**config.mk**
```make
export PLATFORM = sky130hd
export DESIGN_NAME = storeBackendTop
export DESIGN_NICKNAME = d
export VERILOG_FILES = /design/src/storePkg.sv /design/src/evictBuffer.sv /design/src/storeBackendTop.sv /design/src/storeForward.sv /design/src/storeFuser.sv
export SDC_FILE = /design/constraint.sdc
export NUM_CORES = 2
export LEC_CHECK = 0
export BUFFER_PORTS_ARGS = -buffer_cell sky130_fd_sc_hd__buf_2
export CAP_MARGIN = 40
export CORE_UTILIZATION = 40
export DETAILED_ROUTE_END_ITERATION = 8
export MAX_ROUTING_LAYER = met4
export SYNTH_ARGS = -nofsm -noshare
export SYNTH_HDL_FRONTEND = slang
export SYNTH_SLANG_ARGS = --single-unit
```
**constraint.sdc**
```tcl
create_clock -name clk -period 14.6 [get_ports clk]
set_clock_uncertainty 0.05 [all_clocks]
set_input_delay 2.92 -clock clk [delete_from_list [all_inputs] [get_ports clk]]
set_output_delay 2.92 -clock clk [all_outputs]
set_load 0.02 [all_outputs]
```
**src/storePkg.sv**
```systemverilog
package storePkg;

    // Line geometry
    localparam int lineBytes = 16;
    localparam int lineWords = 4;
    localparam int offsetBits = $clog2(lineBytes);
    localparam int wordBits = $clog2(lineWords);
    localparam int lineAddrBits = 32 - offsetBits;

    // Parameter defaults for the top level
    localparam int defaultNumIn = 2;
    localparam int defaultNumEvicted = 4;
    localparam int defaultNumLoads = 2;

    localparam int stIdBits = $clog2(defaultNumEvicted);

    typedef logic [1:0] StNonce;
    typedef logic [stIdBits-1:0] StId;

    typedef struct packed {
        logic valid;
        logic [31:0] addr;
        logic [31:0] data;
        logic [3:0] wmask;
    } SqUop;

    typedef struct packed {
        logic valid;
        logic [31:0] addr;
    } LoadReq;

    typedef struct packed {
        logic valid;
        logic [31:0] data;
        logic [3:0] mask;
    } FwdResult;

    // One line-sized write, word is only meaningful for MMIO
    typedef struct packed {
        logic valid;
        logic [lineAddrBits-1:0] lineAddr;
        logic [wordBits-1:0] word;
        logic [lineBytes*8-1:0] data;
        logic [lineBytes-1:0] wmask;
    } FusedEntry;

    typedef struct packed {
        logic valid;
        StId id;
        StNonce nonce;
        logic [31:0] addr;
        logic [lineBytes*8-1:0] data;
        logic [lineBytes-1:0] wmask;
        logic isMmio;
    } StUop;

    typedef struct packed {
        logic valid;
        StId id;
        StNonce nonce;
        logic fail;
    } StAck;

    // Uncached device region
    function automatic logic isMmioAddr(input logic [31:0] addr);
        return addr[31];
    endfunction

    function automatic logic [31:0] lineBase(input FusedEntry e);
        return {e.lineAddr, {offsetBits{1'b0}}};
    endfunction

endpackage

```
**src/evictBuffer.sv**
```systemverilog
`timescale 1ns/10ps

module evictBuffer import storePkg::*; #(
    parameter int numEvicted = defaultNumEvicted
) (
    input logic clk,
    input logic rst,
    input FusedEntry fused,
    output logic insertTaken,
    input logic storesPending,
    output logic busy,
    output FusedEntry entries [numEvicted],
    output StUop stUop,
    input logic stStall,
    input StAck stAck
);

    logic issued [numEvicted];
    StNonce nonce [numEvicted];

    logic mmioPending;
    logic slotFound;
    StId slotIdx;
    logic reissueFound;
    StId reissueIdx;

    FusedEntry newEntry;
    StNonce newNonce;
    StAck ackReg;

    function automatic StUop buildUop(input FusedEntry e, input StId id, input StNonce n);
        StUop u;
        u.valid = 1'b1;
        u.id = id;
        u.nonce = n;
        u.addr = {e.lineAddr, e.word, 2'b00};
        u.data = e.data;
        u.wmask = e.wmask;
        u.isMmio = isMmioAddr(lineBase(e));
        return u;
    endfunction

    // Slot choice: same line wins, else lowest free entry
    always_comb begin
        mmioPending = 1'b0;
        slotFound = 1'b0;
        slotIdx = '0;
        for (int i = 0; i < numEvicted; i++) begin
            if (entries[i].valid && isMmioAddr(lineBase(entries[i]))) begin
                mmioPending = 1'b1;
            end
            if (!entries[i].valid && !slotFound) begin
                slotFound = 1'b1;
                slotIdx = StId'(i);
            end
        end
        for (int i = 0; i < numEvicted; i++) begin
            if (entries[i].valid && entries[i].lineAddr == fused.lineAddr) begin
                slotFound = 1'b1;
                slotIdx = StId'(i);
            end
        end
        // Only one device write in flight
        insertTaken = fused.valid && slotFound &&
            !(mmioPending && isMmioAddr(lineBase(fused)));
    end

    always_comb begin
        reissueFound = 1'b0;
        reissueIdx = '0;
        for (int i = numEvicted - 1; i >= 0; i--) begin
            if (entries[i].valid && !issued[i]) begin
                reissueFound = 1'b1;
                reissueIdx = StId'(i);
            end
        end
    end

    // Merge the fused write over whatever the slot already holds
    always_comb begin
        newEntry = fused;
        newEntry.valid = 1'b1;
        newEntry.wmask = fused.wmask |
            (entries[slotIdx].valid ? entries[slotIdx].wmask : '0);
        for (int b = 0; b < lineBytes; b++) begin
            if (!fused.wmask[b]) begin
                newEntry.data[b*8 +: 8] = entries[slotIdx].data[b*8 +: 8];
            end
        end
        newNonce = nonce[slotIdx] + 1'b1;
    end

    always_comb begin
        busy = fused.valid || storesPending;
        for (int i = 0; i < numEvicted; i++) begin
            if (entries[i].valid) begin
                busy = 1'b1;
            end
        end
    end

    always_ff @(posedge clk) begin
        if (rst) begin
            for (int i = 0; i < numEvicted; i++) begin
                entries[i].valid <= 1'b0;
                issued[i] <= 1'b0;
                nonce[i] <= '0;
            end
            stUop.valid <= 1'b0;
            ackReg.valid <= 1'b0;
        end
        else begin
            stUop.valid <= 1'b0;
            ackReg <= stAck;

            // Refused by memory, try again later
            if (stUop.valid && stStall) begin
                issued[stUop.id] <= 1'b0;
            end

            if (ackReg.valid && entries[ackReg.id].valid &&
                ackReg.nonce == nonce[ackReg.id]) begin
                issued[ackReg.id] <= 1'b0;
                if (!ackReg.fail) begin
                    entries[ackReg.id].valid <= 1'b0;
                end
            end

            if (reissueFound) begin
                issued[reissueIdx] <= 1'b1;
                stUop <= buildUop(entries[reissueIdx], reissueIdx, nonce[reissueIdx]);
            end

            if (insertTaken) begin
                entries[slotIdx] <= newEntry;
                nonce[slotIdx] <= newNonce;
                issued[slotIdx] <= !reissueFound;
                if (!reissueFound) begin
                    stUop <= buildUop(newEntry, slotIdx, newNonce);
                end
            end
        end
    end

endmodule

```
**src/storeBackendTop.sv**
```systemverilog
`timescale 1ns/10ps

module storeBackendTop import storePkg::*; #(
    parameter int numIn = defaultNumIn,
    parameter int numEvicted = defaultNumEvicted,
    parameter int numLoads = defaultNumLoads
) (
    input logic clk,
    input logic rst,
    input SqUop stores [numIn],
    output logic stall [numIn],
    input LoadReq loads [numLoads],
    output FwdResult fwd [numLoads],
    output StUop stUop,
    input logic stStall,
    input StAck stAck,
    output logic busy
);

    FusedEntry fused;
    FusedEntry entries [numEvicted];
    logic insertTaken;
    logic storesPending;

    always_comb begin
        storesPending = 1'b0;
        for (int i = 0; i < numIn; i++) begin
            storesPending = storesPending | stores[i].valid;
        end
    end

    storeFuser #(.numIn(numIn)) fuser (
        .clk(clk),
        .rst(rst),
        .stores(stores),
        .stall(stall),
        .insertTaken(insertTaken),
        .fused(fused)
    );

    evictBuffer #(.numEvicted(numEvicted)) evict (
        .clk(clk),
        .rst(rst),
        .fused(fused),
        .insertTaken(insertTaken),
        .storesPending(storesPending),
        .busy(busy),
        .entries(entries),
        .stUop(stUop),
        .stStall(stStall),
        .stAck(stAck)
    );

    storeForward #(.numEvicted(numEvicted), .numLoads(numLoads)) forward (
        .clk(clk),
        .rst(rst),
        .loads(loads),
        .entries(entries),
        .fused(fused),
        .fwd(fwd)
    );

endmodule

```
**src/storeForward.sv**
```systemverilog
`timescale 1ns/10ps

module storeForward import storePkg::*; #(
    parameter int numEvicted = defaultNumEvicted,
    parameter int numLoads = defaultNumLoads
) (
    input logic clk,
    input logic rst,
    input LoadReq loads [numLoads],
    input FusedEntry entries [numEvicted],
    input FusedEntry fused,
    output FwdResult fwd [numLoads]
);

    FusedEntry sources [numEvicted+1];
    logic [31:0] hitData [numLoads];
    logic [3:0] hitMask [numLoads];

    // Oldest first, the fused register is the youngest
    always_comb begin
        for (int i = 0; i < numEvicted; i++) begin
            sources[i] = entries[i];
        end
        sources[numEvicted] = fused;
    end

    always_comb begin
        logic [31:0] wordData;
        logic [3:0] wordMask;

        for (int h = 0; h < numLoads; h++) begin
            hitData[h] = '0;
            hitMask[h] = '0;
            for (int i = 0; i <= numEvicted; i++) begin
                wordData = sources[i].data[{loads[h].addr[offsetBits-1:2], 5'b0} +: 32];
                wordMask = sources[i].wmask[{loads[h].addr[offsetBits-1:2], 2'b0} +: 4];
                if (sources[i].valid && !isMmioAddr(lineBase(sources[i])) &&
                    sources[i].lineAddr == loads[h].addr[31:offsetBits]) begin
                    for (int b = 0; b < 4; b++) begin
                        if (wordMask[b]) begin
                            hitData[h][b*8 +: 8] = wordData[b*8 +: 8];
                        end
                    end
                    hitMask[h] = hitMask[h] | wordMask;
                end
            end
        end
    end

    always_ff @(posedge clk) begin
        for (int h = 0; h < numLoads; h++) begin
            fwd[h].data <= hitData[h];
            fwd[h].mask <= hitMask[h];
            if (rst) begin
                fwd[h].valid <= 1'b0;
            end
            else begin
                fwd[h].valid <= loads[h].valid;
            end
        end
    end

endmodule

```
**src/storeFuser.sv**
```systemverilog
`timescale 1ns/10ps

module storeFuser import storePkg::*; #(
    parameter int numIn = defaultNumIn
) (
    input logic clk,
    input logic rst,
    input SqUop stores [numIn],
    output logic stall [numIn],
    input logic insertTaken,
    output FusedEntry fused
);

    FusedEntry fusedNext;
    logic canTake;

    always_comb begin
        int byteIdx;

        fusedNext = fused;
        byteIdx = 0;
        if (insertTaken) begin
            fusedNext.valid = 1'b0;
        end

        for (int i = 0; i < numIn; i++) begin
            stall[i] = 1'b1;
        end

        // The register is free, or drains into the buffer this cycle
        canTake = !fused.valid || insertTaken;

        if (canTake && stores[0].valid) begin
            stall[0] = 1'b0;
            fusedNext.valid = 1'b1;
            fusedNext.lineAddr = stores[0].addr[31:offsetBits];

            if (isMmioAddr(stores[0].addr)) begin
                // Device writes keep their word unshifted
                fusedNext.word = stores[0].addr[offsetBits-1:2];
                fusedNext.data = (lineBytes*8)'(stores[0].data);
                fusedNext.wmask = lineBytes'(stores[0].wmask);
            end
            else begin
                fusedNext.word = '0;
                fusedNext.data = (lineBytes*8)'(stores[0].data)
                    << {stores[0].addr[offsetBits-1:2], 5'b0};
                fusedNext.wmask = lineBytes'(stores[0].wmask)
                    << {stores[0].addr[offsetBits-1:2], 2'b0};

                // Fold in younger stores to the same line
                for (int i = 1; i < numIn; i++) begin
                    if (stores[i].valid && !isMmioAddr(stores[i].addr) &&
                        stores[i].addr[31:offsetBits] == fusedNext.lineAddr) begin
                        stall[i] = 1'b0;
                        for (int b = 0; b < 4; b++) begin
                            if (stores[i].wmask[b]) begin
                                byteIdx = stores[i].addr[offsetBits-1:2] * 4 + b;
                                fusedNext.data[byteIdx*8 +: 8] = stores[i].data[b*8 +: 8];
                                fusedNext.wmask[byteIdx] = 1'b1;
                            end
                        end
                    end
                end
            end
        end
    end

    always_ff @(posedge clk) begin
        fused <= fusedNext;
        if (rst) begin
            fused.valid <= 1'b0;
        end
    end

endmodule

```
==> reports/metrics.cfg <==
[run_status]
status = finished, final reports clean

[logic_synthesis]
synth_area_per_cell_um2 = 11.0
synth-edff-count = 1064
syn_inst = 6325
yosys-top-cells-count = edfxtp_1 (1064), nor2_1 (781), o21ai_0 (425), nand2_1 (409), mux4_2 (355)
yosysTopAreaCell = edfxtp_1
yosys_warnings = 0
synth-seq-cells = 1151
ys_async_sr_fraction_pct = 0
synth-main-ff-cell = edfxtp_1
synth_area_mm2 = 0.0696
netlist.area_leader.share_pct = 45.9
yosys-top-cells-area = edfxtp_1 (46%), mux4_2 (11%), nor2_1 (4.2%)
syn_nets = 6546
yosysMostFrequentCell = edfxtp_1
seq_area_frac_synth_pct = 48.4
ys_types = 75

[global_route]
grt_max_degree = 155
antenna_found_initial = 20
grt_overflow = 0
first_global_vias = 57400
grt_use_total_pct = 35.6
grt_pass1_wl_mm = 436

[clocking]
cts_resized = 0
clockBufferDepth = 3
clock-sinks = 1151
tritoncts = done
clock-root-buffer = clkbuf_16
clkTransAtPathRegs_ps = 60
h-tree-depth = 4
postCtsHoldBufs = 0
postCtsSetupBuffers = 0
cts_buffers = 136
clock_latency_ps = 790

[detailed_routing]
drt_pre_antenna_iters = 9
ant_nets = 0
drt-total-wl_mm = 310
wl_per_cell_um = 34.5
drtIter0Drc = 9875
via_per_inst = 6.77
drc = 0
via_count = 60700

[sta]
finalMaxSlewViolations = 0
rsz0062_at_grt = false
maxSlewHeadroom_pct = 9.50
worstMarginPinSlew_ps = 1360
setup_tns_ps = 0
setup_viol = 0
layout_min_cycle_time_ps = 8120
worst_slack_ps = 6480
hold_slack_ps = 442
hold_viol_final = 0
fmax_mhz = 123
min_period_over_period_pct = 55.6

[die]
start_util_pct = 40.4
die_w_um = 419
rows = 152
die_area_mm2 = 0.176
io_pins = 472
coreArea_mm2 = 0.172
die_y_um = 419

[placement]
hpwl_mm = 195
place.gp.congestion = 0.980
place_area_mm2 = 0.0750
portBuffers = 463
place_ws_ps = 7020

[worst_setup_path]
r2r_slack_ps = 7020
arrival_ps = 5150
cpMostUsedCell = or4_1
crit_path_end_kind = output pin
cp_slowest_cell = edfxtp_1
reg2reg_depth = 12
worstPathCellList = xor2_1, or4_1, or4_1, o2111ai_2, o41a_2, o21ai_0, buf_4, inv_8, nand2_1, buf_2
rr_endpoint = evict.entries[620]
crit_path_max_fanout = 56
max_stage_delay_ps = 890
crit_required_ps = 11630
r2r-start = fuser.fused[152]
start_kind = flip-flop
critPathKind = flip-flop to output pin

[power_and_ir_drop]
max-vdd-ir-drop_mv = 0.115
p_leak_uw = 0.0279
powerDensity_mw_per_mm2 = 111

[hold_path]
hold_depth = 2
hold_path_class = flip-flop to flip-flop
hp-start = evict.issued[1]
hold-path-endpoint = evict.issued[1]

[job]
cap_violations = 0

[layout]
syn_to_final_growth_pct = 13.9
final_area_mm2 = 0.0793
fin_util_pct = 46.0
fin_nets = 6753
drive_gt1_share_pct = 21.0

## through the flow
stage | instances | total power, uW
6_report | 8971 | 8770
5_1_grt | 8966 | 8990
4_1_cts | 8948 | 8760
3_5_place_dp | 8702 | 5410
3_3_place_gp | 8643 | 5370
2_1_floorplan | 6325 | 4820
## cell usage in the layout (no fill, tap or decap), drive strengths merged, types with 182 or more instances in the layout
master  count
a21oi     289
a22oi     199
buf       655
clkbuf    182
edfxtp   1064
mux2i     196
mux4      355
nand2     409
nand3     301
nor2      785
o21ai     434
xnor2     249
## state kept, by name, summed over array words and instances, names as in the netlist, named ones only
signal,flops
evict.ackReg,6
evict.entries,700
evict.issued,4
evict.nonce,8
evict.stUop,182
forward.fwd,74
fuser.fused,175
## worst max-delay path: cells and delay by family, from the launching register on
| family | cells | cell delay (ps) |
|---|---|---|
| xor gates and xnor gates | 1 | 180 |
| AOI/OAI and AO/OA | 3 | 1280 |
| DFF | 1 | 890 |
| and+or+nand+nor | 3 | 1250 |
| buffers and inverters | 3 | 730 |
## report_power, final
group / switching [uW] / total (uW) / internal, uW
Clock: 1460 / 3390 / 1940
Combinational: 961 / 1450 / 489
Sequential: 158 / 3930 / 3770
## final cells by class
cell class,count,area (um2)
Fill cell,15900,93000
Sequential cell,1151,33700
Multi-Input combinational cell,4419,33100
Timing Repair Buffer,659,4650
Clock buffer,180,3670
Tap cell,2310,2890
Inverter,165,634
Clock inverter,66,626
Antenna cell,21,52.6
## layer usage
layer	track usage, %	part of all wire (%)	up-vias
li1	-	-	24500
met1	45.9	37	30000
met2	50.9	43	5088
met3	8.76	13	1058
met4	20.6	6.9	0
met5	-	0	-
## worst max-delay path by stage
stage | endpoint | startpoint | depth (start not counted) | slack (ps)
2_1_floorplan | evict.entries[350] | rst | 3 | 3260
3_3_place_gp | evict.entries[554] | fuser.fused[146] | 10 | 6620
3_5_place_dp | stall[0] | stores[126] | 8 | 7020
4_1_cts | stall[0] | fuser.fused[158] | 10 | 6490
5_1_grt | stall[0] | fuser.fused[158] | 10 | 6360
6_report | stall[0] | fuser.fused[152] | 10 | 6480
## logic make-up (layout without fill, tap and decap cells)
kind of cell | Yosys count | in the layout | share of synthesized area (%)
simple gates | 1857 | 1857 | 12.0
compound gates | 1487 | 1487 | 13.8
flops | 1151 | 1151 | 48.4
buf+inv | 755 | 1070 | 4.56
mux | 651 | 651 | 15.9
xor+xnor | 416 | 416 | 5.23
fa+ha+maj | 8 | 8 | 0.144
other cells | 0 | 21 | 0
Power figures use the tool's default switching activity.
